`config.mk`:
```
export PLATFORM = sky130hd
export DESIGN_NAME = timer_flat
export DESIGN_NICKNAME = d
export VERILOG_FILES = /design/src/source/periph_pkg.sv /design/src/source/soc_pkg.sv /design/src/source/mem_bus_if.sv /design/src/source/timer.sv /design/src/flat_wrapper.sv
export SDC_FILE = /design/constraint.sdc
export NUM_CORES = 1
export LEC_CHECK = 0
export BUFFER_PORTS_ARGS = -buffer_cell sky130_fd_sc_hd__buf_4
export CORE_MARGIN = 5
export CORE_UTILIZATION = 55
export DETAILED_ROUTE_END_ITERATION = 10
export GPL_TIMING_DRIVEN = 0
export PLACE_DENSITY = 0.79
export REMOVE_ABC_BUFFERS = 1
export SLEW_MARGIN = 20
export SYNTH_ARGS = -nofsm -noshare
export SYNTH_HDL_FRONTEND = slang
export SYNTH_SLANG_ARGS = --single-unit
export TNS_END_PERCENT = 50
```
`constraint.sdc`:
```
create_clock -name i_clock -period 6 [get_ports i_clock]
set_input_delay 0.6 -clock i_clock [delete_from_list [all_inputs] [get_ports i_clock]]
set_output_delay 0.6 -clock i_clock [all_outputs]
set_load 0.05 [all_outputs]
```
`src/source/periph_pkg.sv`:
```
package periph_pkg;

	// Far bus slot, address bits 27:24
	typedef enum logic [3:0] {
		SLOT_TIMER  = 4'h5,
		SLOT_SYSREG = 4'h9
	} slot_e;

	// System register word index, bits 4:2
	typedef enum logic [2:0] {
		SYSREG_DEVICE_ID = 3'd0,
		SYSREG_FREQUENCY = 3'd1,
		SYSREG_RAM_SIZE  = 3'd2,
		SYSREG_LEDS      = 3'd3
	} sysreg_idx_e;

	// Timer word index, bits 4:2
	typedef enum logic [2:0] {
		TIMER_COUNT   = 3'd0,
		TIMER_COMPARE = 3'd1,
		TIMER_STATUS  = 3'd2
	} timer_idx_e;

endpackage

```
`src/source/soc_pkg.sv`:
```
package soc_pkg;

	// Bus widths
	localparam int ADDR_W = 32;
	localparam int DATA_W = 32;

	typedef logic [ADDR_W-1:0] addr_t;
	typedef logic [DATA_W-1:0] data_t;

	// ==================================================================
	// Address map, top nibble of the system bus address
	// ==================================================================

	typedef enum logic [3:0] {
		REGION_ROM    = 4'h0,
		REGION_RAM    = 4'h2,
		REGION_BRIDGE = 4'h5
	} region_e;

	// ==================================================================
	// Arbiter grant state
	// ==================================================================

	typedef enum logic [1:0] {
		ARB_IDLE,
		ARB_INSTR,
		ARB_DATA
	} port_sel_e;

endpackage

```
`src/source/mem_bus_if.sv`:
```
`timescale 1ns/1ps

interface mem_bus_if;
	import soc_pkg::*;

	logic  request;
	logic  rw;
	addr_t address;
	data_t wdata;
	data_t rdata;
	logic  ready;

	// Request side, holds everything stable until ready
	modport master (
		output request, rw, address, wdata,
		input  rdata, ready
	);

	// Responder side, ready for exactly one cycle
	modport slave (
		input  request, rw, address, wdata,
		output rdata, ready
	);

endinterface

```
`src/source/timer.sv`:
```
`timescale 1ns/1ps

module timer (
	input  logic     i_clock,
	input  logic     i_arst_n,
	mem_bus_if.slave bus,
	output logic     o_irq
);
	import soc_pkg::*;
	import periph_pkg::*;

	data_t      count;
	data_t      compare;
	timer_idx_e index;
	logic       write;

	assign index = timer_idx_e'(bus.address[4:2]);
	assign write = bus.request && bus.rw;

	always_ff @(posedge i_clock or negedge i_arst_n) begin
		if (!i_arst_n) begin
			count   <= '0;
			compare <= '1;
			o_irq   <= 1'b0;
		end else begin
			if (write && index == TIMER_COUNT) begin
				count <= bus.wdata;
			end else begin
				count <= count + 1'b1;
			end
			// New compare value drops a pending interrupt
			if (write && index == TIMER_COMPARE) begin
				compare <= bus.wdata;
				o_irq   <= 1'b0;
			end else begin
				o_irq <= (count >= compare);
			end
		end
	end

	always_comb begin
		case (index)
			TIMER_COUNT:   bus.rdata = count;
			TIMER_COMPARE: bus.rdata = compare;
			TIMER_STATUS:  bus.rdata = {{(DATA_W-1){1'b0}}, o_irq};
			default:       bus.rdata = '0;
		endcase
	end

	// Single-cycle peripheral
	assign bus.ready = bus.request;

endmodule

```
`src/flat_wrapper.sv`:
```
// flat-port wrapper written by rule: the top's interface ports become plain ports
module timer_flat import soc_pkg::*; import periph_pkg::*;
  (i_clock, i_arst_n, o_irq, bus_request, bus_rw, bus_address, bus_wdata, bus_rdata, bus_ready);
  mem_bus_if bus_i ();
  input  logic i_clock;
  input  logic i_arst_n;
  output logic o_irq;
  input wire logic [$bits(bus_i.request)-1:0] bus_request;
  input wire logic [$bits(bus_i.rw)-1:0] bus_rw;
  input wire logic [$bits(bus_i.address)-1:0] bus_address;
  input wire logic [$bits(bus_i.wdata)-1:0] bus_wdata;
  output wire logic [$bits(bus_i.rdata)-1:0] bus_rdata;
  output wire logic [$bits(bus_i.ready)-1:0] bus_ready;
  assign bus_i.request = bus_request;
  assign bus_i.rw = bus_rw;
  assign bus_i.address = bus_address;
  assign bus_i.wdata = bus_wdata;
  assign bus_rdata = bus_i.rdata;
  assign bus_ready = bus_i.ready;
  timer u_core (.i_clock(i_clock), .i_arst_n(i_arst_n), .bus(bus_i), .o_irq(o_irq));
endmodule
```
==> Implementation_results.wiki <==
{| class="wikitable"
! Metric !! Value
|-
| Outcome || completed
|-
| WS Path Type || in -> out
|-
| Buffers on Ports || 72
|-
| Post-layout utilization of the core || 68.5%
|-
| EDFF count, synth || 0
|-
| Static power due to leakage || 2.18 nW
|-
| Number of global-route vias before repair || 3594
|-
| Width of the die || 95.9 um
|-
| Worst IR Drop VDD || 0.226 mV
|-
| Std cell rows || 31
|-
| Placed Cells || 613
|-
| Critical path depth in cells || 6
|-
| Final hold violations || 0
|-
| CP Buf/Inv Count || 4
|-
| Path depth of the worst reg2reg path || 5
|-
| Height of the die || 95.9 um
|-
| Critical Path Start Type || input pin
|-
| Critical Path RT || 5.40 ns
|-
| Yosys synthesis warning count || 0
|-
| Busiest metal layer after global routing || met2
|-
| Final wirelength || 9850 um
|-
| Clock slew seen by the registers of the worst setup and hold paths || 0.08 ns
|-
| Cell type with the highest occurrence count on the critical path || buf_4
|-
| Post_cts resized || 0
|-
| Antenna violations before repair || 0
|-
| Flop and latch count out of synthesis || 65
|-
| Part of the Yosys area used for sequential elements || 41.1%
|-
| Worst hold path class || in -> async
|-
| Synthesized instance count || 459
|-
| RSZ-0062 raised after global routing || no
|-
| TritonCTS Buffers || 9
|-
| Largest stage delay, worst path || 0.50 ns
|-
| Pin count of the biggest net entering global routing || 66
|-
| Post-DP HPWL || 7030 um
|-
| Count of final setup violators || 0
|-
| Area added between synthesis and finish || 21.8%
|-
| Area share of the largest cell type after synthesis || 20.7%
|-
| Worst slew pin tran || 0.825 ns
|-
| Initial DRC Count || 226
|-
| Post-synth cell types || 39
|-
| Max Slew Vio Count || 0
|-
| Post-Syn Area per Cell || 8.84 sq um
|-
| Vias per cell || 5.65
|-
| First-pass GRT wire length || 16500 um
|-
| Residual DRC || 0
|-
| Post-synthesis instance area || 0.00406 sq mm
|-
| Clock skew after layout || 0.00887 ns
|-
| Crit-path leading delay family || buffers and inverters
|-
| TritonCTS clock tree || done
|-
| Post-placement setup slack || 3.26 ns
|-
| Share of flip-flops with an asynchronous set or reset after synthesis || 100%
|-
| Largest cells by area after synthesis || dfstp_2, dfrtp_1, ha_1
|-
| I/O pin total || 102
|-
| Beginning of the worst register-to-register path || u_core.count[7]$_DFF_PN0_
|-
| Net count of the finished layout || 626
|-
| End of the critical path || bus_rdata[18]
|-
| Final Total Pwr || 1.92 mW
|-
| Hold buffer count at cts || 0
|-
| Worst slew slack as a fraction of its limit || 45.0%
|-
| ANT cells || 0
|-
| Sinks on Clock Net || 65
|-
| Final-layout setup total negative slack || 0 ns
|-
| Die footprint || 0.00919 sq mm
|-
| CP Launch Point || bus_address[3]
|-
| Fraction of final layout cells with drive strength greater than 1 || 25.8%
|-
| Total routing usage reported by global routing || 23.1%
|-
| Max capacitance violation total || 0
|-
| Crit Path Max Fanout || 11
|-
| Dominant cell type by area after synthesis || dfstp_2
|-
| H-tree Lvls || 3
|-
| Total congestion overflow after global routing || 0
|-
| M1 GR Usage || 30.1%
|-
| Router iterations before antenna repair || 4
|-
| Final worst setup slack || 3.27 ns
|-
| Minimum setup slack among reg-to-reg paths || 3.63 ns
|-
| Area of the placeable core || 0.00721 sq mm
|-
| Insertion delay of the later-clocked pin in the worst-skew pair || 0.34 ns
|-
| Detail-routed net length per standard cell || 15.7 um
|-
| Maximum root-to-sink buffer count || 2
|-
| Initial Util || 56.2%
|-
| Pwr per Cell Area || 390 mW/mm^2
|-
| CP Capture Type || primary output
|-
| Fmax || 0.366 GHz
|-
| Number of non-filler instances in the completed layout || 629
|-
| Synth top cells by count || nand2_1, nor2_1, inv_1, o21ai_0, a21oi_1
|-
| # Post-CTS Setup Buffers || 0
|-
| Minimum clock period || 2.73 ns
|-
| Post-synth top flop || dfrtp_1
|-
| Arrival time reported for the critical path endpoint || 2.13 ns
|-
| Met2 global-route usage || 38.1%
|-
| Post-DRT Antenna Nets || 0
|-
| Cell type of the slowest stage on the worst timing path || nor3_2
|-
| Most frequent cell after synthesis || nand2_1
|-
| Overall via count from detail_route || 3554
|-
| Gpl congestion || 0.846
|-
| Worst reg2reg path endpoint || u_core.count[31]$_DFF_PN0_
|-
| Global-route track usage on met3 || 2.42%
|-
| Ratio of final minimum period to clock period || 45.5%
|-
| Root Driver || clkbuf_8
|-
| Cell-by-cell listing of the critical path || buf_4 > nor3_2 > buf_4 > buf_4 > a22o_1 > buf_4
|}
-- cell families (layout without fill, tap and decap cells) --
kind of cell	after synthesis	count (layout)	share of synthesized area, %
compound gates	123	123	19.1
xor+xnor	25	25	5.40
fa+ha+maj	33	33	10.2
buf+inv	64	135	6.23
flops	65	65	41.1
mux	3	3	0.802
simple gates	146	146	17.2
-- registers in the layout, summed over array words and instances (netlist names) --
name	cells
u_core.compare	32
u_core.count	32
u_core.o_irq	1
-- stage by stage --
| stage | area, sq um | hold slack, ns |
|---|---|---|
| after floorplan | 3950 | 0.304 |
| after global placement | 4620 | 0.502 |
| after detailed placement | 4710 | 0.509 |
| after CTS | 4940 | 0.370 |
| after global routing | 4940 | 0.424 |
| final | 4940 | 0.349 |
-- report_power, final --
part           internal (mW)  switching (mW)  total, mW
clock network          0.255           0.175      0.430
logic                  0.317           0.415      0.732
registers              0.606           0.157      0.763
-- cells in the final DEF, fill, tap and decap left out, types with 2 or more instances in the layout --
cell type / n
a21o_1: 2
a21oi_1: 36
a221o_1: 2
a22o_1: 31
a31oi_1: 6
and2_1: 3
and4_1: 4
buf_4: 77
bufinv_16: 2
clkbuf_8: 11
clkinv_2: 2
dfrtp_1: 33
dfstp_2: 32
ha_1: 33
inv_1: 40
mux2_2: 2
nand2_1: 47
nand3_1: 12
nand4_1: 8
nor2_1: 41
nor3_1: 5
nor4_1: 6
o21ai_0: 40
or2_2: 3
or3_1: 9
xnor2_1: 17
xor2_1: 8
-- worst min path at each step --
stage / from / to / slack (ns) / depth (start not counted)
floorplan: i_arst_n / u_core.count[0]$_DFF_PN0_ / 0.30 / 0
global placement: u_core.compare[11]$_DFFE_PN1P_ / u_core.compare[11]$_DFFE_PN1P_ / 0.50 / 2
detailed placement: u_core.compare[11]$_DFFE_PN1P_ / u_core.compare[11]$_DFFE_PN1P_ / 0.51 / 2
CTS: i_arst_n / u_core.count[6]$_DFF_PN0_ / 0.37 / 1
global route: i_arst_n / u_core.count[9]$_DFF_PN0_ / 0.42 / 1
finish: i_arst_n / u_core.count[6]$_DFF_PN0_ / 0.35 / 1
-- routing by layer --
layer	up-vias	routed length (um)	part of all wire, %
met2	100	4820	49
met1	1686	4350	44
met3	25	438	4.4
met5	-	0	0
li1	1743	-	-
met4	0	234	2.4
-- final cells by class --
| type | count | area [sq um] |
|---|---|---|
| Fill cell | 618 | 2270 |
| Multi-Input combinational cell | 330 | 2160 |
| Sequential cell | 65 | 1670 |
| Timing Repair Buffer | 79 | 609 |
| Clock buffer | 11 | 151 |
| Inverter | 40 | 150 |
| Tap cell | 99 | 124 |
| Clock inverter | 5 | 77.6 |
Note: power is estimated with default switching activity, not from simulation.
