$ cat src/source/periph_pkg.sv
package periph_pkg;

	// Far bus slot, address bits 27:24
	typedef enum logic [3:0] {
		SLOT_TIMER  = 4'h5,
		SLOT_SYSREG = 4'h9
	} slot_e;

	// System register word index, bits 4:2
	typedef enum logic [2:0] {
		SYSREG_DEVICE_ID = 3'd0,
		SYSREG_FREQUENCY = 3'd1,
		SYSREG_RAM_SIZE  = 3'd2,
		SYSREG_LEDS      = 3'd3
	} sysreg_idx_e;

	// Timer word index, bits 4:2
	typedef enum logic [2:0] {
		TIMER_COUNT   = 3'd0,
		TIMER_COMPARE = 3'd1,
		TIMER_STATUS  = 3'd2
	} timer_idx_e;

endpackage

$ cat src/source/soc_pkg.sv
package soc_pkg;

	// Bus widths
	localparam int ADDR_W = 32;
	localparam int DATA_W = 32;

	typedef logic [ADDR_W-1:0] addr_t;
	typedef logic [DATA_W-1:0] data_t;

	// ==================================================================
	// Address map, top nibble of the system bus address
	// ==================================================================

	typedef enum logic [3:0] {
		REGION_ROM    = 4'h0,
		REGION_RAM    = 4'h2,
		REGION_BRIDGE = 4'h5
	} region_e;

	// ==================================================================
	// Arbiter grant state
	// ==================================================================

	typedef enum logic [1:0] {
		ARB_IDLE,
		ARB_INSTR,
		ARB_DATA
	} port_sel_e;

endpackage

$ cat src/source/mem_bus_if.sv
`timescale 1ns/1ps

interface mem_bus_if;
	import soc_pkg::*;

	logic  request;
	logic  rw;
	addr_t address;
	data_t wdata;
	data_t rdata;
	logic  ready;

	// Request side, holds everything stable until ready
	modport master (
		output request, rw, address, wdata,
		input  rdata, ready
	);

	// Responder side, ready for exactly one cycle
	modport slave (
		input  request, rw, address, wdata,
		output rdata, ready
	);

endinterface

$ cat src/source/periph_bridge.sv
`timescale 1ns/1ps

module periph_bridge (
	input  logic      i_clock,
	input  logic      i_arst_n,
	mem_bus_if.slave  near,
	mem_bus_if.master timer,
	mem_bus_if.master sysreg
);
	import soc_pkg::*;
	import periph_pkg::*;

	logic              far_active;
	logic              far_rw;
	logic [ADDR_W-5:0] far_address;
	data_t             far_wdata;
	slot_e             far_slot;
	logic              far_ready;
	data_t             far_rdata;
	logic              near_ready;
	data_t             near_rdata;

	// ==================================================================
	// Near to far crossing
	// ==================================================================

	always_ff @(posedge i_clock or negedge i_arst_n) begin
		if (!i_arst_n) begin
			far_active <= 1'b0;
			near_ready <= 1'b0;
		end else begin
			near_ready <= far_active && far_ready;
			if (far_active) begin
				if (far_ready) begin
					far_active <= 1'b0;
				end
			end else if (near.request && !near_ready) begin
				far_active <= 1'b1;
			end
		end
	end

	always_ff @(posedge i_clock) begin
		if (!far_active) begin
			far_rw      <= near.rw;
			far_address <= near.address[ADDR_W-5:0];
			far_wdata   <= near.wdata;
		end
		if (far_active && far_ready) begin
			near_rdata <= far_rdata;
		end
	end

	assign far_slot = slot_e'(far_address[27:24]);

	// Empty slots complete with zero data
	always_comb begin
		timer.request  = 1'b0;
		sysreg.request = 1'b0;
		far_ready      = far_active;
		far_rdata      = '0;
		case (far_slot)
			SLOT_TIMER: begin
				timer.request = far_active;
				far_ready     = timer.ready;
				far_rdata     = timer.rdata;
			end
			SLOT_SYSREG: begin
				sysreg.request = far_active;
				far_ready      = sysreg.ready;
				far_rdata      = sysreg.rdata;
			end
			default: ;
		endcase
	end

	assign timer.rw       = far_rw;
	assign timer.address  = {4'h0, far_address};
	assign timer.wdata    = far_wdata;
	assign sysreg.rw      = far_rw;
	assign sysreg.address = {4'h0, far_address};
	assign sysreg.wdata   = far_wdata;

	assign near.ready = near_ready;
	assign near.rdata = near_rdata;

	// Only the addressed far slave answers
	a_one_far_ready: assert property (@(posedge i_clock) disable iff (!i_arst_n)
		$onehot0({timer.ready, sysreg.ready}));

endmodule

$ cat src/flat_wrapper.sv
// flat-port wrapper written by rule: the top's interface ports become plain ports
module periph_bridge_flat import soc_pkg::*; import periph_pkg::*;
  (i_clock, i_arst_n, near_request, near_rw, near_address, near_wdata, near_rdata, near_ready, timer_request, timer_rw, timer_address, timer_wdata, timer_rdata, timer_ready, sysreg_request, sysreg_rw, sysreg_address, sysreg_wdata, sysreg_rdata, sysreg_ready);
  mem_bus_if near_i ();
  mem_bus_if timer_i ();
  mem_bus_if sysreg_i ();
  input  logic i_clock;
  input  logic i_arst_n;
  input wire logic [$bits(near_i.request)-1:0] near_request;
  input wire logic [$bits(near_i.rw)-1:0] near_rw;
  input wire logic [$bits(near_i.address)-1:0] near_address;
  input wire logic [$bits(near_i.wdata)-1:0] near_wdata;
  output wire logic [$bits(near_i.rdata)-1:0] near_rdata;
  output wire logic [$bits(near_i.ready)-1:0] near_ready;
  output wire logic [$bits(timer_i.request)-1:0] timer_request;
  output wire logic [$bits(timer_i.rw)-1:0] timer_rw;
  output wire logic [$bits(timer_i.address)-1:0] timer_address;
  output wire logic [$bits(timer_i.wdata)-1:0] timer_wdata;
  input wire logic [$bits(timer_i.rdata)-1:0] timer_rdata;
  input wire logic [$bits(timer_i.ready)-1:0] timer_ready;
  output wire logic [$bits(sysreg_i.request)-1:0] sysreg_request;
  output wire logic [$bits(sysreg_i.rw)-1:0] sysreg_rw;
  output wire logic [$bits(sysreg_i.address)-1:0] sysreg_address;
  output wire logic [$bits(sysreg_i.wdata)-1:0] sysreg_wdata;
  input wire logic [$bits(sysreg_i.rdata)-1:0] sysreg_rdata;
  input wire logic [$bits(sysreg_i.ready)-1:0] sysreg_ready;
  assign near_i.request = near_request;
  assign near_i.rw = near_rw;
  assign near_i.address = near_address;
  assign near_i.wdata = near_wdata;
  assign near_rdata = near_i.rdata;
  assign near_ready = near_i.ready;
  assign timer_request = timer_i.request;
  assign timer_rw = timer_i.rw;
  assign timer_address = timer_i.address;
  assign timer_wdata = timer_i.wdata;
  assign timer_i.rdata = timer_rdata;
  assign timer_i.ready = timer_ready;
  assign sysreg_request = sysreg_i.request;
  assign sysreg_rw = sysreg_i.rw;
  assign sysreg_address = sysreg_i.address;
  assign sysreg_wdata = sysreg_i.wdata;
  assign sysreg_i.rdata = sysreg_rdata;
  assign sysreg_i.ready = sysreg_ready;
  periph_bridge u_core (.i_clock(i_clock), .i_arst_n(i_arst_n), .near(near_i), .timer(timer_i), .sysreg(sysreg_i));
endmodule
$ cat config.mk
export PLATFORM = sky130hd
export DESIGN_NAME = periph_bridge_flat
export DESIGN_NICKNAME = d
export VERILOG_FILES = /design/src/source/periph_pkg.sv /design/src/source/soc_pkg.sv /design/src/source/mem_bus_if.sv /design/src/source/periph_bridge.sv /design/src/flat_wrapper.sv
export SDC_FILE = /design/constraint.sdc
export NUM_CORES = 1
export LEC_CHECK = 0
export ABC_AREA = 1
export BUFFER_PORTS_ARGS = -buffer_cell sky130_fd_sc_hd__buf_2
export CORE_AREA = 2 2 116 118
export CTS_BUF_LIST = sky130_fd_sc_hd__clkbuf_8
export CTS_CLUSTER_SIZE = 10
export DETAILED_ROUTE_END_ITERATION = 6
export DIE_AREA = 0 0 118 120
export SLEW_MARGIN = 15
export SYNTH_ARGS = -nofsm -noshare
export SYNTH_HDL_FRONTEND = slang
export SYNTH_SLANG_ARGS = --single-unit
export TNS_END_PERCENT = 10
$ cat constraint.sdc
create_clock -name i_clock -period 4.4 [get_ports i_clock]
set_clock_uncertainty 0.1 [all_clocks]
set_input_delay 0.66 -clock i_clock [delete_from_list [all_inputs] [get_ports i_clock]]
set_output_delay 0.66 -clock i_clock [all_outputs]
set_load 0.01 [all_outputs]
==> run metrics <==
GP Congestion=0.793; Worst Tran Pin Value=1.09 ns; Reg clk slew, reported paths=0.10 ns; power density cells=435 nW/um^2; first-pass GRT wire length=14800 um; reg2reg setup slack=2.22 ns; fraction of layout cells with a size suffix above 1=57.9%; Area after DPL=5010 um^2; Wirelength per Cell=15.0 um; final setup fails=0; RSZ-0062 raised after global routing=no; I/O pin total=299; multiplexer share of the synthesized area=0%; Worst Setup End Kind=register; Tcrit/Tclk final=49.4%; Mapped Avg Cell Area=13.5 um^2; Area growth syn-to-layout=34.0%; critical path's most frequent cell=inv_1; GR Util All Layers=14.3%; vias in the first global route=2730; crit path DAT=2.06 ns; Worst setup SP type=register; GR Overflow Total=0; placement row count=42; Reg2Reg Depth=5; final worst-path setup slack=2.22 ns; commonest non-fill, non-tap cells in the layout=buf_2 (286), nand2_1 (100), edfxtp_1 (93), clkbuf_8 (9); count of final hold-check violations=0; Die Wd=118 um; Max-Cap Viols=0; Initial Util=30.0%; Design Area, Final=5210 um^2; post-cts gate resize count=0; drt total wl=10500 um; max_slew headroom=27.1%; DRC errors left=0; CTS tree=built; synth unique cells=14; TritonCTS Sinks=95; Fin Setup TNS=0 ns; Crit Path Category=reg2reg; largest net degree at the start of global routing=54; largest family of logic cells by synthesized area=buffers and inverters; Core Region=13000 um^2; total CTS buffers=9; Compound-Gate Fraction of Synth Area=0.129%; fillers=1296; Via Count=2853; worst-path maximum fanout=33; ANT nets after route=0; DRT iter0 DRCs=185; CP Cell Sequence=inv_1, nor2_1, nand2_1, inv_1, a21oi_4; CTS Root Cell=clkbuf_8; CP max-delay cell=a21oi_4; Post-Synth Simple-Gate Area=11.3%; Final Critical Period=2.18 ns; pre-CTS WS=2.03 ns; outcome=completed; Leak=2.56 nW; Synth Warn #=0; Synth Area in XOR/XNOR=0%; Via density=4.07; fmax=460 MHz; ANT cells=0; die area=14200 um^2; clk buf depth=2; Final Core Density=40.1%; Die Height=120 um; peak supply drop=0.000134 V; Post-CTS Setup Inserts=0; worst min path class=in2reg; Power, Total=2.27 mW; CTS H-tree lvls=3; first-pass detailed-route iteration total=4; Max Slew Vio Count=0; Final HPWL DP=8270 um; CP required=4.28 ns; number of port buffers=286; Syn Std Cell Area=3890 um^2; Synth Instances=289; initial antenna violation count=0; Critical Path Max Stage Delay=0.85 ns; worst skew pair latency=0.37 ns; hold depth=1; post-synthesis adder-cell area fraction=0%; flops & latches, synth=95; sequential area share after synthesis=73.1%; commonest non-fill, non-tap cell in the layout=buf_2; Layout Nets=654
-- sequential cells by signal (all words and copies together), names as in the netlist --
signal               cells
u_core.far_address      28
u_core.far_active        1
u_core.near.rdata       32
u_core.near.ready        1
u_core.sysreg.rw         1
u_core.sysreg.wdata     32
-- routing by layer --
| layer | part of all wire (%) | track usage (%) | up-vias |
|---|---|---|---|
| li1 | - | - | 1346 |
| met1 | 39 | 16.2 | 1307 |
| met2 | 48 | 23.1 | 186 |
| met3 | 10 | 5.66 | 14 |
| met4 | 2.6 | 8.06 | 0 |
| met5 | 0 | 0 | - |
-- repair_timing --
action                                 in CTS  in global routing
endpoints found under the hold margin       2                  0
hold buffers                                1                  0
setup endpoints to repair                   0                  0
-- cell families (layout without fill, tap and decap cells) --
logic type | after synthesis | in the layout
AO/OA/AOI/OAI | 1 | 1
buffers and inverters | 82 | 311
flip-flops | 95 | 95
other | 1 | 8
AND/OR/NAND/NOR | 110 | 110
-- through the flow --
stage / instances / hold WS (ns)
2_1_floorplan: 296 / 0.264
3_3_place_gp: 684 / 0.345
3_5_place_dp: 684 / 0.348
4_1_cts: 701 / 0.322
5_1_grt: 701 / 0.324
6_report: 701 / 0.362
-- cell usage after synthesis (all sizes together) --
master  count  area share (%)
a21oi       1            0.13
buf        75              15
conb        1           0.096
dfrtp       2             1.3
edfxtp     93              72
inv         7            0.68
nand2     101             9.8
nand3       3            0.39
nand3b      1            0.19
nor2        3            0.29
nor3        1            0.42
nor4        1            0.16
-- final timing paths --
path	start	endpoint
setup / recovery	u_core.far_address[24]	u_core.near.rdata[15]
hold / removal	near_address[8]	u_core.far_address[8]
setup reg to reg	u_core.far_address[24]	u_core.near.rdata[15]
hold reg to reg	u_core.near.ready	u_core.far_active
max in group asynchronous	i_arst_n	u_core.far_active
min in group asynchronous	i_arst_n	u_core.near.ready
-- final cells by class --
class | count | area, um^2 | share of cell area, %
Clock buffer | 9 | 124 | 2.38
Clock inverter | 7 | 65.1 | 1.25
Inverter | 7 | 26.3 | 0.504
Multi-Input combinational cell | 119 | 484 | 9.29
Sequential cell | 95 | 2840 | 54.5
Tap cell | 176 | 220 | 4.23
Timing Repair Buffer | 288 | 1450 | 27.8
-- worst max-delay path, delay by kind of cell (launching register included) --
| kind | cells | cell delay, ns |
|---|---|---|
| flops | 1 | 0.45 |
| simple gates | 2 | 0.14 |
| buf+inv | 2 | 0.23 |
| compound gates | 1 | 0.85 |
-- power breakdown --
group | internal, mW | switching (mW)
sequential | 1.16 | 0.0574
combinational | 0.181 | 0.300
clock | 0.259 | 0.308
total | 1.60 | 0.665
Power figures use the tool's default switching activity.
