**config.mk**
```make
export PLATFORM = sky130hd
export DESIGN_NAME = system_registers_flat
export DESIGN_NICKNAME = d
export VERILOG_FILES = /design/src/source/periph_pkg.sv /design/src/source/soc_pkg.sv /design/src/source/mem_bus_if.sv /design/src/source/system_registers.sv /design/src/flat_wrapper.sv
export SDC_FILE = /design/constraint.sdc
export NUM_CORES = 1
export LEC_CHECK = 0
export BUFFER_PORTS_ARGS = -buffer_cell sky130_fd_sc_hd__buf_2
export CAP_MARGIN = 25
export CELL_PAD_IN_SITES_DETAIL_PLACEMENT = 1
export CELL_PAD_IN_SITES_GLOBAL_PLACEMENT = 2
export CORE_ASPECT_RATIO = 1.1
export CORE_MARGIN = 2
export CORE_UTILIZATION = 25
export DETAILED_ROUTE_END_ITERATION = 8
export PLACE_DENSITY_LB_ADDON = 0.1
export SETUP_SLACK_MARGIN = 0.2
export SKIP_CTS_REPAIR_TIMING = 1
export SLEW_MARGIN = 30
export SYNTH_ARGS = -nofsm -noshare
export SYNTH_HDL_FRONTEND = slang
export SYNTH_SLANG_ARGS = --single-unit
export TNS_END_PERCENT = 30
```
**constraint.sdc**
```tcl
create_clock -name i_clock -period 1 [get_ports i_clock]
set_input_delay 0.1 -clock i_clock [delete_from_list [all_inputs] [get_ports i_clock]]
set_output_delay 0.1 -clock i_clock [all_outputs]
set_load 0.01 [all_outputs]
```
**src/source/periph_pkg.sv**
```systemverilog
package periph_pkg;

	// Far bus slot, address bits 27:24
	typedef enum logic [3:0] {
		SLOT_TIMER  = 4'h5,
		SLOT_SYSREG = 4'h9
	} slot_e;

	// System register word index, bits 4:2
	typedef enum logic [2:0] {
		SYSREG_DEVICE_ID = 3'd0,
		SYSREG_FREQUENCY = 3'd1,
		SYSREG_RAM_SIZE  = 3'd2,
		SYSREG_LEDS      = 3'd3
	} sysreg_idx_e;

	// Timer word index, bits 4:2
	typedef enum logic [2:0] {
		TIMER_COUNT   = 3'd0,
		TIMER_COMPARE = 3'd1,
		TIMER_STATUS  = 3'd2
	} timer_idx_e;

endpackage

```
**src/source/soc_pkg.sv**
```systemverilog
package soc_pkg;

	// Bus widths
	localparam int ADDR_W = 32;
	localparam int DATA_W = 32;

	typedef logic [ADDR_W-1:0] addr_t;
	typedef logic [DATA_W-1:0] data_t;

	// ==================================================================
	// Address map, top nibble of the system bus address
	// ==================================================================

	typedef enum logic [3:0] {
		REGION_ROM    = 4'h0,
		REGION_RAM    = 4'h2,
		REGION_BRIDGE = 4'h5
	} region_e;

	// ==================================================================
	// Arbiter grant state
	// ==================================================================

	typedef enum logic [1:0] {
		ARB_IDLE,
		ARB_INSTR,
		ARB_DATA
	} port_sel_e;

endpackage

```
**src/source/mem_bus_if.sv**
```systemverilog
`timescale 1ns/1ps

interface mem_bus_if;
	import soc_pkg::*;

	logic  request;
	logic  rw;
	addr_t address;
	data_t wdata;
	data_t rdata;
	logic  ready;

	// Request side, holds everything stable until ready
	modport master (
		output request, rw, address, wdata,
		input  rdata, ready
	);

	// Responder side, ready for exactly one cycle
	modport slave (
		input  request, rw, address, wdata,
		output rdata, ready
	);

endinterface

```
**src/source/system_registers.sv**
```systemverilog
`timescale 1ns/1ps

module system_registers #(
	parameter int unsigned CLOCK_FREQ     = 100000000,
	parameter int unsigned DEVICE_ID      = 3,
	parameter int unsigned RAM_WORDS_LOG2 = 8
) (
	input  logic       i_clock,
	input  logic       i_arst_n,
	mem_bus_if.slave   bus,
	output logic [7:0] o_leds
);
	import soc_pkg::*;
	import periph_pkg::*;

	// Byte size of main RAM
	localparam data_t RAM_BYTES = data_t'(4) << RAM_WORDS_LOG2;

	data_t       leds;
	sysreg_idx_e index;

	assign index = sysreg_idx_e'(bus.address[4:2]);

	// Only the LED word takes writes
	always_ff @(posedge i_clock or negedge i_arst_n) begin
		if (!i_arst_n) begin
			leds <= '0;
		end else if (bus.request && bus.rw && index == SYSREG_LEDS) begin
			leds <= bus.wdata;
		end
	end

	always_comb begin
		case (index)
			SYSREG_DEVICE_ID: bus.rdata = data_t'(DEVICE_ID);
			SYSREG_FREQUENCY: bus.rdata = data_t'(CLOCK_FREQ);
			SYSREG_RAM_SIZE:  bus.rdata = RAM_BYTES;
			SYSREG_LEDS:      bus.rdata = leds;
			default:          bus.rdata = '0;
		endcase
	end

	assign bus.ready = bus.request;
	assign o_leds    = leds[7:0];

endmodule

```
**src/flat_wrapper.sv**
```systemverilog
// flat-port wrapper written by rule: the top's interface ports become plain ports
module system_registers_flat import soc_pkg::*; import periph_pkg::*;
#(
	parameter int unsigned CLOCK_FREQ     = 100000000,
	parameter int unsigned DEVICE_ID      = 3,
	parameter int unsigned RAM_WORDS_LOG2 = 8
)
  (i_clock, i_arst_n, o_leds, bus_request, bus_rw, bus_address, bus_wdata, bus_rdata, bus_ready);
  mem_bus_if bus_i ();
  input  logic i_clock;
  input  logic i_arst_n;
  output logic [7:0] o_leds;
  input wire logic [$bits(bus_i.request)-1:0] bus_request;
  input wire logic [$bits(bus_i.rw)-1:0] bus_rw;
  input wire logic [$bits(bus_i.address)-1:0] bus_address;
  input wire logic [$bits(bus_i.wdata)-1:0] bus_wdata;
  output wire logic [$bits(bus_i.rdata)-1:0] bus_rdata;
  output wire logic [$bits(bus_i.ready)-1:0] bus_ready;
  assign bus_i.request = bus_request;
  assign bus_i.rw = bus_rw;
  assign bus_i.address = bus_address;
  assign bus_i.wdata = bus_wdata;
  assign bus_rdata = bus_i.rdata;
  assign bus_ready = bus_i.ready;
  system_registers #(.CLOCK_FREQ(CLOCK_FREQ), .DEVICE_ID(DEVICE_ID), .RAM_WORDS_LOG2(RAM_WORDS_LOG2)) u_core (.i_clock(i_clock), .i_arst_n(i_arst_n), .bus(bus_i), .o_leds(o_leds));
endmodule
```
==> metrics.txt, run 1 <==
Core Area 6633 um^2; drt pass-1 iters 2; area share of the largest cell type after synthesis 0.4644; area delta synth->final 46.59%; Yosys reg bits 32; CP max stage delay 0.36 ns; unrepaired setup endpoints after global routing yes; first-pass GRT wire length 7.058 mm; Syn Nets 201; CP max-delay cell dfrtp_1; total I/O pin count 109; width of the die 83.18 um; startpoint types flip-flop; crit path kind reg2out; crit end category output pin; Static Leak 0.001327 uW; M3 GR Usage 0.04545; GR peak layer met2; synth warn 0; Place WS -0.3372 ns; CP Data Required Time 0.90 ns; max-slew violations 0; maximum clock insertion buffer count 2; status finished, violations left; CP max FO 2; die height 91.10 um; largest cells by area after synthesis dfrtp_1 (46%), mux2_4 (26%), and2_1 (6.2%); Clock Sinks 32; CTS root buffer clkbuf_8; final hold vios 0; DRT iter0 DRCs 43; Final ANT Viol Nets 0; biggest regs u_core.leds: 32 flops; CTS buffer count 5; DRC 0; max reg flops 32; Cell Area, Synth 1724 um^2; GR Layer Usage met2 0.1976; Reg with most FFs u_core.leds; Worst EP arrival 1.02 ns; Clock Latency Late Sink 0.28 ns; largest net degree at the start of global routing 33; n_diodes 0; worst min path class in2reg; Final Skew 0 ns; WL/cell 14.82 um; Setup WS post-layout -0.1204 ns; die area 7578 um^2; Cells after Synth 133; Peak Freq 892.6 MHz; CTS H-tree lvls 2; drt total wl 4.593 mm; Initial Utilization 0.2600; violated checks setup timing; pwr/cell area 1731 nW/um^2; Peak VDD IR 0.5214 mV; PortBufs 79; register area share after synthesis 0.4644; Slew @ Worst Pin 0.1823 ns; Final period util 1.120; final setup vio count 62; Final GP Congestion 0.7385; routing usage on met1 0.1381; CTS clk-pin slew, worst paths 0.07 ns; Synth area leader dfrtp_1; maxcap violations 0; Power, Total 4376 uW; Relative slew margins 0.8784; All-Layer GR Usage 0.1170; layout cells sized above 1 0.7281; critical-path cell list nand3_1 > a21oi_2 > buf_2; number of distinct library cells after synthesis 17; fin nets 295; synthesized area per cell 12.96 um^2; Min Clock Period, post-route 1.120 ns; CTS tree done; row count 31; initial antenna violation count 0; HPWL after DPL 3.350 mm; vias after detailed routing 1308; grt total ovfl 0; Via density 4.219; vias in the first global route 1399
==> worst max-delay path, delay by kind of cell (launching register included) <==
family	cells	cell delay (ns)
flops	1	0.36
compound gates	1	0.14
buf+inv	1	0.14
simple gates	1	0.10
==> final timing paths <==
check | to | from | slack [ns] | cells after the start
worst max register to register | u_core.leds[1]$_DFFE_PN0P_ | u_core.leds[1]$_DFFE_PN0P_ | 0.10 | 2
worst max-delay path | bus_rdata[0] | u_core.leds[0]$_DFFE_PN0P_ | -0.12 | 3
min in group asynchronous | u_core.leds[22]$_DFFE_PN0P_ | i_arst_n | 0.30 | 3
worst min register to register | u_core.leds[27]$_DFFE_PN0P_ | u_core.leds[27]$_DFFE_PN0P_ | 0.51 | 1
worst min-delay path | u_core.leds[25]$_DFFE_PN0P_ | bus_wdata[25] | 0.05 | 2
max in group asynchronous | u_core.leds[2]$_DFFE_PN0P_ | i_arst_n | 0.52 | 3
==> metal layers <==
metal | wire (um) | vias up
met5 | 0 | -
li1 | - | 609
met4 | 55 | 0
met3 | 336 | 5
met2 | 2368 | 49
met1 | 1833 | 645
==> synthesized netlist by cell type <==
cell type,n
dfrtp_1,32
or2_2,1
nand3_1,2
clkbuf_1,3
and3_4,1
mux2_4,30
nand2b_1,1
buf_4,9
and3b_1,1
buf_12,3
mux2_2,2
a21oi_1,14
buf_6,3
and2_1,17
nor2b_1,1
nor3b_1,1
inv_1,12
==> cells in the final DEF (no fill, tap or decap) <==
master,n
buf_2,73
mux2_4,32
dfrtp_1,32
buf_4,18
and2_1,13
a21oi_2,12
buf_6,10
inv_1,9
clkbuf_8,7
and2_4,4
inv_2,3
buf_12,3
nand3_1,2
a21oi_1,2
nand2b_1,1
and3b_2,1
or2_2,1
nor2b_1,1
nor3b_1,1
and3_4,1
bufinv_16,1
dlygate4sd3_1,1
==> cell families (layout without fill, tap and decap cells) <==
| group | count (synthesis) | count (layout) | synth area share |
|---|---|---|---|
| muxes | 32 | 32 | 0.2743 |
| DFF | 32 | 32 | 0.4644 |
| buffers and inverters | 30 | 125 | 0.1263 |
| and+or+nand+nor | 25 | 25 | 0.09435 |
| AOI/OAI and AO/OA | 14 | 14 | 0.04064 |
==> power breakdown <==
| group | internal [uW] | total [uW] | switching (uW) | leakage [uW] |
|---|---|---|---|---|
| Sequential | 1600 | 1780 | 179 | 0.000392 |
| Combinational | 812 | 1250 | 436 | 0.000870 |
| Clock | 879 | 1350 | 472 | 0.0000645 |
==> metrics by stage <==
| step | hold WS (ns) | area [um^2] | setup TNS, ns | util | std cells |
|---|---|---|---|---|---|
| floorplan | -0.1956 | 1728 | -9.800 | - | 133 |
| global placement | 0.07149 | 2162 | -10.05 | 0.3260 | 286 |
| detailed placement | 0.07540 | 2162 | -10.72 | 0.3260 | 286 |
| CTS | -0.2363 | 2288 | -2.632 | 0.3450 | 294 |
| global route | 0.03201 | 2527 | -3.873 | 0.3811 | 310 |
| finish | 0.04853 | 2527 | -1.396 | 0.3811 | 310 |
==> cell type report <==
cell class / instances / area, um^2
well taps: 82 / 102.6
fillers: 747 / 4105
multi-input cells: 71 / 769.5
clock buffers: 7 / 96.34
flip-flops and latches: 32 / 800.8
clock inverters: 1 / 30.03
inverters: 12 / 45.04
repair buffers: 105 / 683.2
Power figures use the tool's default switching activity.
==> inputs of run 2 (changes only) <==
--- a/config.mk
+++ b/config.mk
@@ -10,8 +10,8 @@
 export CELL_PAD_IN_SITES_DETAIL_PLACEMENT = 1
 export CELL_PAD_IN_SITES_GLOBAL_PLACEMENT = 2
 export CORE_ASPECT_RATIO = 1.1
-export CORE_MARGIN = 2
 export CORE_UTILIZATION = 25
+export CTS_CLUSTER_SIZE = 40
 export DETAILED_ROUTE_END_ITERATION = 8
 export PLACE_DENSITY_LB_ADDON = 0.1
 export SETUP_SLACK_MARGIN = 0.2
==> run 2 against run 1 <==
Effect of this change:
- the flow still finishes with violations (setup timing)
- maximum frequency shrank 3.5%
- via count shrank 2.7%
- register-to-register slack got worse by 0.03 ns
==> metrics.txt, run 2 (same netlist as run 1, synthesis figures left out) <==
status finished, violations left; violated checks setup timing; Via density 4.133 (-2.0%); Slew @ Worst Pin 0.1846 ns (+0.002223 ns); CTS root buffer clkbuf_8; CTS tree done; CP max-delay cell dfrtp_1; Static Leak 0.001306 uW (-1.6%); PortBufs 79 (unchanged); sw frac 0.2579 (+0.009444); initial antenna violation count 0 (unchanged); Peak VDD IR 0.5256 mV (+0.79%); Final ANT Viol Nets 0 (unchanged); All-Layer GR Usage 0.1258 (+0.008792); vias after detailed routing 1273 (-2.7%); commonest cells after routing, fill and taps aside buf_2 (75), dfrtp_1 (32), mux2_4 (31), buf_4 (16), and2_1 (14); total I/O pin count 109 (unchanged); die area 7233 um^2 (-4.5%); design area 2445 um^2 (-3.3%); die height 89.10 um (-2.2%); area post-placement 2157 um^2 (-0.23%); DRC 0 (unchanged); fillers 742 (-0.67%); register share of total power 0.429 (+0.023); final setup vio count 65 (+4.8%); Min Clock Period, post-route 1.161 ns (+0.04047 ns); Final period util 1.161 (+0.04047); area occupied by registers 800.8 um^2 (unchanged); crit end category output pin; area delta synth->final 41.80%; max reg flops 32 (unchanged); row count 31 (unchanged); drt pass-1 iters 4 (+2); DRT iter0 DRCs 13 (-70%); Final GP Congestion 0.6945 (-6.0%); setup TNS -2.449 ns (-1.053 ns); Cell Count Post-Placement 287 (+0.35%); leading cell type in the layout, fill and taps excluded buf_2; Final Skew 0 ns (unchanged); final hold vios 0 (unchanged); CTS H-tree lvls 2 (unchanged); Initial Utilization 0.2600 (unchanged); origin of the critical flop-to-flop path u_core.leds[0]$_DFFE_PN0P_; HPWL after DPL 3.181 mm (-5.0%); maximum clock insertion buffer count 2 (unchanged); Multi-input gate area 742.0 um^2 (-3.6%); worst min path class in2reg; CP Data Required Time 0.90 ns (about the same); maxcap violations 0 (unchanged); final non-filler cell total 308 (-0.65%); Core Area 6633 um^2 (unchanged); hold slack 0.04276 ns (-0.005772 ns); fin nets 293 (-0.68%); Worst EP arrival 1.06 ns (+0.04 ns); internal power 3090 uW (-6.0%); Net Sw Power 1074 uW (-1.2%); unrepaired setup endpoints after global routing yes; Peak Freq 861.4 MHz (-3.5%); CP max FO 3 (+1); Clock Latency Late Sink 0.28 ns (about the same); CP max stage delay 0.39 ns (+0.03 ns); pwr/cell area 1703 nW/um^2 (-1.6%); combinational power share 0.279 (-0.006); critical-path cell list nand3_1 > a21oi_2 > buf_2; first-pass GRT wire length 6.665 mm (-5.6%); crit path kind reg2out; CTS buffer count 5 (unchanged); Setup WS post-layout -0.1608 ns (-0.04047 ns); Relative slew margins 0.8770 (-0.001482); grt total ovfl 0 (unchanged); width of the die 81.18 um (-2.4%); power share of the clock group 0.292 (-0.017); startpoint types flip-flop; vias in the first global route 1298 (-7.2%); biggest regs u_core.leds: 32 flops; Reg with most FFs u_core.leds; Hold Path Origin bus_wdata[12]; Critical Path Source u_core.leds[0]$_DFFE_PN0P_; layout cells sized above 1 0.6814 (-0.04665); max-slew violations 0 (unchanged); Clock Sinks 32 (unchanged); drt total wl 4.455 mm (-3.0%); largest net degree at the start of global routing 33 (unchanged); CTS clk-pin slew, worst paths 0.07 ns (about the same); n_diodes 0 (unchanged); WL/cell 14.46 um (-2.4%)
-- run 2: final timing paths --
path	to	depth (start not counted)	slack (ns)
setup / recovery	bus_rdata[0]	3	-0.16
hold / removal	u_core.leds[12]$_DFFE_PN0P_	2	0.04
min in group asynchronous	u_core.leds[22]$_DFFE_PN0P_	3	0.30
setup reg to reg	u_core.leds[0]$_DFFE_PN0P_	2	0.07
hold reg to reg	u_core.leds[26]$_DFFE_PN0P_	1	0.51
max in group asynchronous	u_core.leds[3]$_DFFE_PN0P_	3	0.52
-- run 2: power groups by stage --
stage	Combinational (uW)	Clock, uW	Sequential, uW
final	1160	1220	1790
after global routing	1270	1310	1820
after CTS	974	1270	1790
after global placement	939	0	1800
after floorplan	755	0	1740
after detailed placement	970	0	1800
-- run 2: cell type report --
cell class,count,area share
Clock buffer,6,0.02968
Clock inverter,2,0.01433
Inverter,12,0.01842
Multi-Input combinational cell,71,0.3035
Sequential cell,32,0.3275
Tap cell,82,0.04197
Timing Repair Buffer,103,0.2646
-- run 2: layer usage --
metal  vias to the layer above  share of wire  track usage
met5                         -              0            0
met1                       615           0.42       0.1441
li1                        604              -            -
met4                         0          0.013      0.04870
met3                         7          0.059      0.03878
met2                        47           0.51       0.2185
-- run 2: per-stage QoR --
stage	utilization	worst slack, ns	power [uW]
floorplan	-	-0.3138	2492
global placement	0.3252	-0.3100	2742
detailed placement	0.3252	-0.3495	2771
CTS	0.3414	-0.2097	4037
global route	0.3686	-0.2004	4406
finish	0.3686	-0.1608	4164
-- run 2: worst max-delay path: cells and delay by family, from the launching register on --
kind	cells	cell delay [ns]
buffers and inverters	1	0.14
DFF	1	0.39
and+or+nand+nor	1	0.12
AOI/OAI and AO/OA	1	0.14
