===== src/source/soc_pkg.sv =====
package soc_pkg;

	// Bus widths
	localparam int ADDR_W = 32;
	localparam int DATA_W = 32;

	typedef logic [ADDR_W-1:0] addr_t;
	typedef logic [DATA_W-1:0] data_t;

	// ==================================================================
	// Address map, top nibble of the system bus address
	// ==================================================================

	typedef enum logic [3:0] {
		REGION_ROM    = 4'h0,
		REGION_RAM    = 4'h2,
		REGION_BRIDGE = 4'h5
	} region_e;

	// ==================================================================
	// Arbiter grant state
	// ==================================================================

	typedef enum logic [1:0] {
		ARB_IDLE,
		ARB_INSTR,
		ARB_DATA
	} port_sel_e;

endpackage


===== src/source/mem_bus_if.sv =====
`timescale 1ns/1ps

interface mem_bus_if;
	import soc_pkg::*;

	logic  request;
	logic  rw;
	addr_t address;
	data_t wdata;
	data_t rdata;
	logic  ready;

	// Request side, holds everything stable until ready
	modport master (
		output request, rw, address, wdata,
		input  rdata, ready
	);

	// Responder side, ready for exactly one cycle
	modport slave (
		input  request, rw, address, wdata,
		output rdata, ready
	);

endinterface


===== src/source/bus_interconnect.sv =====
`timescale 1ns/1ps

module bus_interconnect (
	input  logic           i_clock,
	input  logic           i_arst_n,
	// Instruction port
	input  logic           i_ibus_request,
	input  soc_pkg::addr_t i_ibus_address,
	output logic           o_ibus_ready,
	output soc_pkg::data_t o_ibus_rdata,
	// Data port
	input  logic           i_dbus_request,
	input  logic           i_dbus_rw,
	input  soc_pkg::addr_t i_dbus_address,
	input  soc_pkg::data_t i_dbus_wdata,
	output logic           o_dbus_ready,
	output soc_pkg::data_t o_dbus_rdata,
	// Slaves
	mem_bus_if.master      rom,
	mem_bus_if.master      ram,
	mem_bus_if.master      bridge
);
	import soc_pkg::*;

	port_sel_e state;
	logic      lat_rw;
	addr_t     lat_address;
	data_t     lat_wdata;
	region_e   region;
	addr_t     slave_address;
	logic      granted;
	logic      mapped;
	logic      sel_ready;
	data_t     sel_rdata;
	logic      unmapped_ready;

	// ==================================================================
	// Arbiter gives the data port priority and idles after each access
	// ==================================================================

	always_ff @(posedge i_clock or negedge i_arst_n) begin
		if (!i_arst_n) begin
			state <= ARB_IDLE;
		end else begin
			case (state)
				ARB_IDLE: begin
					if (i_dbus_request) begin
						state <= ARB_DATA;
					end else if (i_ibus_request) begin
						state <= ARB_INSTR;
					end
				end
				default: begin
					if (sel_ready) begin
						state <= ARB_IDLE;
					end
				end
			endcase
		end
	end

	// Latched copy of whichever request wins
	always_ff @(posedge i_clock) begin
		if (state == ARB_IDLE) begin
			if (i_dbus_request) begin
				lat_rw      <= i_dbus_rw;
				lat_address <= i_dbus_address;
				lat_wdata   <= i_dbus_wdata;
			end else begin
				lat_rw      <= 1'b0;
				lat_address <= i_ibus_address;
				lat_wdata   <= '0;
			end
		end
	end

	assign granted       = (state != ARB_IDLE);
	assign region        = region_e'(lat_address[ADDR_W-1:ADDR_W-4]);
	assign slave_address = {4'h0, lat_address[ADDR_W-5:0]};

	// ==================================================================
	// Region decode and read-back
	// ==================================================================

	always_comb begin
		rom.request    = 1'b0;
		ram.request    = 1'b0;
		bridge.request = 1'b0;
		mapped         = 1'b1;
		sel_ready      = unmapped_ready;
		sel_rdata      = '0;
		case (region)
			REGION_ROM: begin
				rom.request = granted;
				sel_ready   = rom.ready;
				sel_rdata   = rom.rdata;
			end
			REGION_RAM: begin
				ram.request = granted;
				sel_ready   = ram.ready;
				sel_rdata   = ram.rdata;
			end
			REGION_BRIDGE: begin
				bridge.request = granted;
				sel_ready      = bridge.ready;
				sel_rdata      = bridge.rdata;
			end
			default: mapped = 1'b0;
		endcase
	end

	// Holes in the map answer with zero so the bus cannot hang
	always_ff @(posedge i_clock or negedge i_arst_n) begin
		if (!i_arst_n) begin
			unmapped_ready <= 1'b0;
		end else begin
			unmapped_ready <= granted && !mapped && !unmapped_ready;
		end
	end

	assign rom.rw         = lat_rw;
	assign rom.address    = slave_address;
	assign rom.wdata      = lat_wdata;
	assign ram.rw         = lat_rw;
	assign ram.address    = slave_address;
	assign ram.wdata      = lat_wdata;
	assign bridge.rw      = lat_rw;
	assign bridge.address = slave_address;
	assign bridge.wdata   = lat_wdata;

	assign o_ibus_ready = (state == ARB_INSTR) && sel_ready;
	assign o_dbus_ready = (state == ARB_DATA) && sel_ready;
	assign o_ibus_rdata = (state == ARB_INSTR) ? sel_rdata : '0;
	assign o_dbus_rdata = (state == ARB_DATA) ? sel_rdata : '0;

	// Only one responder answers in any cycle
	a_single_ready: assert property (@(posedge i_clock) disable iff (!i_arst_n)
		$onehot0({rom.ready, ram.ready, bridge.ready, unmapped_ready}));

	// Instruction fetches never turn into writes downstream
	a_ibus_read_only: assert property (@(posedge i_clock) disable iff (!i_arst_n)
		(state == ARB_INSTR) |-> !lat_rw);

endmodule


===== src/flat_wrapper.sv =====
// flat-port wrapper written by rule: the top's interface ports become plain ports
module bus_interconnect_flat import soc_pkg::*;
  (i_clock, i_arst_n, i_ibus_request, i_ibus_address, o_ibus_ready, o_ibus_rdata, i_dbus_request, i_dbus_rw, i_dbus_address, i_dbus_wdata, o_dbus_ready, o_dbus_rdata, rom_request, rom_rw, rom_address, rom_wdata, rom_rdata, rom_ready, ram_request, ram_rw, ram_address, ram_wdata, ram_rdata, ram_ready, bridge_request, bridge_rw, bridge_address, bridge_wdata, bridge_rdata, bridge_ready);
  mem_bus_if rom_i ();
  mem_bus_if ram_i ();
  mem_bus_if bridge_i ();
  input  logic i_clock;
  input  logic i_arst_n;
  input  logic i_ibus_request;
  input  soc_pkg::addr_t i_ibus_address;
  output logic o_ibus_ready;
  output soc_pkg::data_t o_ibus_rdata;
  input  logic i_dbus_request;
  input  logic i_dbus_rw;
  input  soc_pkg::addr_t i_dbus_address;
  input  soc_pkg::data_t i_dbus_wdata;
  output logic o_dbus_ready;
  output soc_pkg::data_t o_dbus_rdata;
  output wire logic [$bits(rom_i.request)-1:0] rom_request;
  output wire logic [$bits(rom_i.rw)-1:0] rom_rw;
  output wire logic [$bits(rom_i.address)-1:0] rom_address;
  output wire logic [$bits(rom_i.wdata)-1:0] rom_wdata;
  input wire logic [$bits(rom_i.rdata)-1:0] rom_rdata;
  input wire logic [$bits(rom_i.ready)-1:0] rom_ready;
  output wire logic [$bits(ram_i.request)-1:0] ram_request;
  output wire logic [$bits(ram_i.rw)-1:0] ram_rw;
  output wire logic [$bits(ram_i.address)-1:0] ram_address;
  output wire logic [$bits(ram_i.wdata)-1:0] ram_wdata;
  input wire logic [$bits(ram_i.rdata)-1:0] ram_rdata;
  input wire logic [$bits(ram_i.ready)-1:0] ram_ready;
  output wire logic [$bits(bridge_i.request)-1:0] bridge_request;
  output wire logic [$bits(bridge_i.rw)-1:0] bridge_rw;
  output wire logic [$bits(bridge_i.address)-1:0] bridge_address;
  output wire logic [$bits(bridge_i.wdata)-1:0] bridge_wdata;
  input wire logic [$bits(bridge_i.rdata)-1:0] bridge_rdata;
  input wire logic [$bits(bridge_i.ready)-1:0] bridge_ready;
  assign rom_request = rom_i.request;
  assign rom_rw = rom_i.rw;
  assign rom_address = rom_i.address;
  assign rom_wdata = rom_i.wdata;
  assign rom_i.rdata = rom_rdata;
  assign rom_i.ready = rom_ready;
  assign ram_request = ram_i.request;
  assign ram_rw = ram_i.rw;
  assign ram_address = ram_i.address;
  assign ram_wdata = ram_i.wdata;
  assign ram_i.rdata = ram_rdata;
  assign ram_i.ready = ram_ready;
  assign bridge_request = bridge_i.request;
  assign bridge_rw = bridge_i.rw;
  assign bridge_address = bridge_i.address;
  assign bridge_wdata = bridge_i.wdata;
  assign bridge_i.rdata = bridge_rdata;
  assign bridge_i.ready = bridge_ready;
  bus_interconnect u_core (.i_clock(i_clock), .i_arst_n(i_arst_n), .i_ibus_request(i_ibus_request), .i_ibus_address(i_ibus_address), .o_ibus_ready(o_ibus_ready), .o_ibus_rdata(o_ibus_rdata), .i_dbus_request(i_dbus_request), .i_dbus_rw(i_dbus_rw), .i_dbus_address(i_dbus_address), .i_dbus_wdata(i_dbus_wdata), .o_dbus_ready(o_dbus_ready), .o_dbus_rdata(o_dbus_rdata), .rom(rom_i), .ram(ram_i), .bridge(bridge_i));
endmodule

===== config.mk =====
export PLATFORM = sky130hd
export DESIGN_NAME = bus_interconnect_flat
export DESIGN_NICKNAME = d
export VERILOG_FILES = /design/src/source/soc_pkg.sv /design/src/source/mem_bus_if.sv /design/src/source/bus_interconnect.sv /design/src/flat_wrapper.sv
export SDC_FILE = /design/constraint.sdc
export NUM_CORES = 1
export LEC_CHECK = 0
export BUFFER_PORTS_ARGS = -buffer_cell sky130_fd_sc_hd__buf_4
export CAP_MARGIN = 0
export CORE_AREA = 2 2 180 182
export CTS_BUF_LIST = sky130_fd_sc_hd__clkbuf_4 sky130_fd_sc_hd__clkbuf_8
export DETAILED_ROUTE_END_ITERATION = 16
export DIE_AREA = 0 0 182 184
export PLACE_DENSITY = 0.52
export SETUP_SLACK_MARGIN = 0.02
export SLEW_MARGIN = 10
export SYNTH_ARGS = -nofsm -noshare
export SYNTH_HDL_FRONTEND = slang
export SYNTH_SLANG_ARGS = --single-unit

===== constraint.sdc =====
create_clock -name i_clock -period 4.5 [get_ports i_clock]
set_input_delay 0.225 -clock i_clock [delete_from_list [all_inputs] [get_ports i_clock]]
set_output_delay 0.225 -clock i_clock [all_outputs]
set_load 0.005 [all_outputs]

==> results.yml, run 1 <==
finish:
  area_delta_synth_final_pct: 51.5
  final_area_um2: 8210
  finalNetCount: 1034
  final_cell_mix: "buf_4 (458), nand3_1 (128), edfxtp_1 (65)"
  final_core_util_pct: 26.1
  layout_commonest_cell: "buf_4"
  drive_gt1_share_pct: 61.0
sta:
  fin_skew_ns: 0.0239
  tightest_slew_ns: 0.957
  fmax_mhz: 362
  drv_slew: 0
  finalCriticalPeriod_ns: 2.77
  hold_viol: 0
  finalSetupTns_ns: 0
  rsz0062_at_grt: "false"
  fin_crit_sh_pct: 61.5
  setup_violations: 0
  slew_headroom_pct: 36.2
clock_network:
  cts-root-buf: "clkbuf_8"
  h-tree-depth: 3
  numCtsBuffers: 9
  clockBufferDepth: 2
  cts.sinks: 68
  cts_tree: "yes"
  clkLatencyLatePin_ns: 0.36
  cts_setup_buffers: 0
  worst_setup_hold_path_clk_slew_ns: 0.11
global_routing:
  grt_pass1_wl_um: 28400
  grt_pass1_vias: 4880
  grt_max_degree: 70
  antenna_found_initial: 1
  grt_overflow_total: 0
  track_usage_pct: 11.0
synth:
  synth_top_cell_area_share_pct: 36.0
  ys_seq_elements: 68
  synth-warning-count: 0
  syn_area_um2: 5420
  synth_cell_types: 29
  synth_area_leaders: "edfxtp_1 (36%), buf_4 (23%), nand3_1 (12%), mux2_2 (6.7%), a221o_1 (5.9%)"
  postSynthCellCount: 558
  synth-seq-area-share_pct: 37.4
  synth_area_leader_cell: "edfxtp_1"
  synth.avg_cell_area_um2: 9.71
min_path:
  hp-start: "i_dbus_wdata[31]"
  hold_class: "input port to flip-flop"
  whs_path_depth: 2
die:
  core_um2: 31400
  num_rows: 65
  die_x_um: 182
  ios: 464
  fp.dieH_um: 184
  fp.dieArea_um2: 33500
  start_util_pct: 17.3
power_and_ir_drop:
  leakage_nw: 3.93
  peakVddDrop_uv: 279
  p_per_area_nw_per_um2: 446
  power.total_w: 0.00366
setup_path:
  cp-end-kind: "output port"
  crit_required_ns: 4.28
  worstPathMaxFanout: 67
  crit_chain: "nor2b_4 -> buf_4 -> nand3_1 -> nand3_1 -> buf_4"
  critical-path-top-delay-family: "simple AND/OR/NAND/NOR gates"
  start_kind: "flip-flop"
  worstRegToRegCells: 4
  crit_start: "u_core.state[0]"
  path_buf_inv: 2
  r2r_end: "u_core.state[0]"
  cp_num_cells: 5
  endpoint: "o_ibus_rdata[26]"
  cpMaxStageDelayCell: "buf_4"
  r2r_slack_ns: 2.62
  worstPathArrival_ns: 2.54
  crit_type: "flip-flop to output port"
  cp_slowest_stage_delay_ns: 0.63
  worstReg2RegStart: "u_core.lat_address[28]"
placement:
  port_buffers: 451
  dp_hpwl_um: 15600
  place_area_um2: 7990
  gp_congestion: 0.802
detailed_routing:
  drtIter0Drc: 282
  finalWirelength_um: 20200
  firstDrtPassIters: 4
  detail_route.wl_per_cell_um: 16.3
  ant_nets: 0
  num_vias: 5079
  vias_per_cell: 4.09
  drc: 0
flow_run:
  cap_violations: 0
outcome:
  status: "complete, no violations"
==> how the worst min path moves through the flow <==
stage | end
after global placement | u_core.unmapped_ready
final | u_core.bridge.wdata[31]
after detailed placement | u_core.unmapped_ready
after global routing | u_core.bridge.wdata[0]
after floorplan | u_core.state[0]
after CTS | u_core.bridge.wdata[31]
==> through the flow <==
stage	worst slack (ns)	instances	hold slack, ns
floorplan	0.719	569	-0.0706
global placement	2.20	1224	0.0216
detailed placement	2.15	1224	0.0242
CTS	1.71	1241	0.0904
global route	1.46	1241	0.103
finish	1.73	1242	0.137
==> timing repair <==
action | in CTS | in global routing
resized for setup | 0 | 0
hold endpoints to repair | 3 | 0
hold buffers | 1 | 0
==> final cells by class <==
class | instances | area [um2]
Inverter | 1 | 3.75
Sequential cell | 68 | 2030
Clock buffer | 9 | 124
Fill cell | 3362 | 23200
Multi-Input combinational cell | 295 | 2010
Tap cell | 402 | 503
Timing Repair Buffer | 459 | 3450
Antenna cell | 1 | 2.50
Clock inverter | 7 | 82.6
==> worst reg2reg max path, delay by kind of cell (launching register included) <==
| kind | cells | cell delay (ns) |
|---|---|---|
| buffers and inverters | 1 | 0.26 |
| AND/OR/NAND/NOR | 2 | 0.81 |
| AO/OA/AOI/OAI | 1 | 0.20 |
| flip-flops | 1 | 0.55 |
==> flip-flops by register name, summed over array words and instances, names as in the netlist <==
signal	cells
u_core.state	2
u_core.unmapped_ready	1
u_core.lat_address	32
u_core.bridge.rw	1
u_core.bridge.wdata	32
==> power breakdown <==
part           switching [W]  total (W)  internal [W]
combinational       0.000795    0.00180       0.00100
clock               0.000302   0.000568      0.000266
sequential          0.000269    0.00130       0.00103
==> cell usage after synthesis <==
cell type,number
a211o_1,2
a211oi_1,1
a221o_1,32
and2_1,34
and2_4,1
and3_1,32
and4bb_1,1
buf_1,5
buf_2,7
buf_4,164
buf_6,7
clkbuf_1,22
conb_1,1
dfrtp_1,3
edfxtp_1,65
inv_1,1
mux2_2,32
nand3_1,128
nor2_1,1
nor2b_1,5
nor3_1,2
nor3b_1,3
nor4_1,2
nor4b_1,1
nor4b_2,1
nor4bb_1,1
o2111a_1,2
o211a_1,1
or4b_1,1
==> metal layers <==
layer  part of all wire (%)  track usage (%)  up-vias
li1                       -                -     2402
met1                     38             12.6     2393
met2                     53             20.5      271
met3                    7.4             2.77       13
met4                    1.1             2.61        0
met5                      0                0        -
==> cell families after synthesis <==
kind of cell	share of synthesized area, %
AO/OA/AOI/OAI	6.97
buffers and inverters	26.8
flip-flops	37.4
multiplexers	6.65
other	0.0692
AND/OR/NAND/NOR	22.1
No activity file was read; power rests on OpenSTA's default activity.
==> run 2: changes to the inputs <==
--- a/config.mk
+++ b/config.mk
@@ -7,11 +7,11 @@
 export LEC_CHECK = 0
 export BUFFER_PORTS_ARGS = -buffer_cell sky130_fd_sc_hd__buf_4
 export CAP_MARGIN = 0
-export CORE_AREA = 2 2 180 182
+export CORE_AREA = 2 2 178 180
 export CTS_BUF_LIST = sky130_fd_sc_hd__clkbuf_4 sky130_fd_sc_hd__clkbuf_8
 export DETAILED_ROUTE_END_ITERATION = 16
-export DIE_AREA = 0 0 182 184
-export PLACE_DENSITY = 0.52
+export DIE_AREA = 0 0 180 182
+export PLACE_DENSITY = 0.54
 export SETUP_SLACK_MARGIN = 0.02
 export SLEW_MARGIN = 10
 export SYNTH_ARGS = -nofsm -noshare
==> constraint.sdc (replaced) <==
create_clock -name i_clock -period 2.3 [get_ports i_clock]
set_input_delay 0.115 -clock i_clock [delete_from_list [all_inputs] [get_ports i_clock]]
set_output_delay 0.115 -clock i_clock [all_outputs]
set_load 0.005 [all_outputs]
==> run 2 against run 1 <==
Clock-buffer cell count did not move. Via count increased by 4.9%. Utilization grew 1.2 points. Non-clock buffer count up 21. Die area decreased by 2.2%. Sequential cell count unchanged. Worst hold slack worse by 0.094 ns. Sequential power rose by 98%. First-iteration DRC count is 2.1% lower. Setup slack got worse by 1.6 ns. Final cell count rose by 1.7%. Largest cell class unchanged.
==> results.yml, run 2 (same netlist as run 1, synthesis figures left out) <==
detailed_routing:
  detail_route.wl_per_cell_um: 17.4
  drtIter0Drc: 276
  finalWirelength_um: 22000
  ant_nets: 0
  firstDrtPassIters: 4
  vias_per_cell: 4.22
  num_vias: 5329
  drc: 0
setup_path:
  crit_required_ns: 2.18
  crit_type: "flip-flop to output port"
  worstPathArrival_ns: 2.08
  r2r_end: "u_core.state[0]"
  r2r_slack_ns: 0.69
  worstRegToRegCells: 3
  worstPathMaxFanout: 32
  cp-end-kind: "output port"
  start_kind: "flip-flop"
  worstReg2RegStart: "u_core.lat_address[30]"
global_routing:
  track_usage_pct: 12.3
  antenna_found_initial: 0
  grt_overflow_total: 0
  grt_pass1_wl_um: 31200
  grt_max_degree: 66
  grt_pass1_vias: 5100
power_and_ir_drop:
  switching_share_pct: 37.1
  intPower_w: 0.00472
  p_per_area_nw_per_um2: 885
  p_sw_w: 0.00279
  p_seq_share_pct: 34.3
  leakage_nw: 4.06
  power.share.clock_pct: 15.6
  peakVddDrop_uv: 338
  combPwrFrac_pct: 50.1
die:
  fp.dieArea_um2: 32800
  ios: 464
  start_util_pct: 17.5
  die_x_um: 180
  num_rows: 65
  core_um2: 31000
  fp.dieH_um: 182
flow_run:
  cap_violations: 0
finish:
  regArea_um2: 2030
  n_fill_cell: 3256
  final_cell_mix: "buf_4 (463), nand3_1 (128), edfxtp_1 (65)"
  insertedDiodeCount: 0
  layout_commonest_cell: "buf_4"
  finalNetCount: 1056
  multiInputGateArea_um2: 2040
  area_delta_synth_final_pct: 56.6
  drive_gt1_share_pct: 61.1
placement:
  dp_hpwl_um: 17200
  port_buffers: 451
  gp_congestion: 0.825
clock_network:
  clockBufferDepth: 2
  clkLatencyLatePin_ns: 0.36
  h-tree-depth: 3
  worst_setup_hold_path_clk_slew_ns: 0.09
  cts-root-buf: "clkbuf_8"
  numCtsBuffers: 9
  cts.sinks: 68
  cts_tree: "yes"
min_path:
  whs_path_depth: 2
  hold_class: "input port to flip-flop"
  min_to: "u_core.bridge.wdata[13]"
  hp-start: "i_dbus_wdata[13]"
sta:
  hold_viol: 0
  slew_headroom_pct: 57.3
  finalSetupTns_ns: 0
  tightest_slew_ns: 0.641
  drv_slew: 0
  fin_crit_sh_pct: 95.4
  fmax_mhz: 456
  fin_skew_ns: 0.0238
  finalCriticalPeriod_ns: 2.19
  whs_ns: 0.0430
  setup_violations: 0
  rsz0062_at_grt: "true"
outcome:
  status: "complete, no violations"
==> run 2: worst max-delay path by stage <==
stage,to,cells after the start,slack (ns),from
6_report,o_dbus_rdata[22],4,0.11,u_core.lat_address[31]
4_1_cts,o_dbus_ready,5,0.04,u_core.lat_address[30]
3_3_place_gp,o_ibus_ready,4,0.37,u_core.lat_address[30]
3_5_place_dp,o_ibus_ready,4,0.41,u_core.lat_address[30]
2_1_floorplan,u_core.bridge.rw,1,0.40,u_core.state[0]
5_1_grt,o_dbus_rdata[1],5,0.01,u_core.lat_address[30]
==> run 2: final cells by class <==
class                           instances  area share [%]
Timing Repair Buffer                  480            43.5
Multi-Input combinational cell        296            24.0
Sequential cell                        68            23.9
Tap cell                              402            5.93
Clock buffer                            9            1.46
Clock inverter                          7            1.17
Inverter                                1          0.0443
==> run 2: critical path: stages (launching register included) <==
cell	delay, ns
edfxtp_1	0.49
and4bb_1	0.36
and2_4	0.43
a221o_1	0.29
buf_4	0.13
==> run 2: stage by stage <==
| stage | area (um2) | instances | worst slack [ns] | utilization [%] | total power [W] |
|---|---|---|---|---|---|
| floorplan | 5470 | 569 | 0.404 | - | 0.00469 |
| global placement | 8090 | 1231 | 0.371 | 26.1 | 0.00634 |
| detailed placement | 8090 | 1231 | 0.407 | 26.1 | 0.00634 |
| CTS | 8450 | 1260 | 0.0424 | 27.3 | 0.00761 |
| global route | 8480 | 1263 | 0.0118 | 27.4 | 0.00793 |
| finish | 8480 | 1263 | 0.106 | 27.4 | 0.00751 |
==> run 2: repair_timing <==
item                                   in CTS  in global routing
gates resized for setup                     1                  3
endpoints found under the hold margin      15                  0
gates cloned                                0                  1
hold buffers                               13                  0
pin swaps                                   0                  0
buffers inserted                            0                  2
setup endpoints to repair                   1                 30
==> run 2: routing by layer <==
metal | global-route usage (%) | wire (um)
met1 | 14.8 | 8660
met2 | 22.1 | 11400
met3 | 3.07 | 1760
met4 | 2.80 | 200
met5 | 0 | 0
==> run 2: power groups by stage <==
stage	clock network, W	registers (W)	logic (W)
floorplan	0	0.00236	0.00233
global placement	0	0.00257	0.00378
detailed placement	0	0.00259	0.00376
CTS	0.00126	0.00256	0.00379
global route	0.00129	0.00263	0.00401
finish	0.00117	0.00257	0.00377
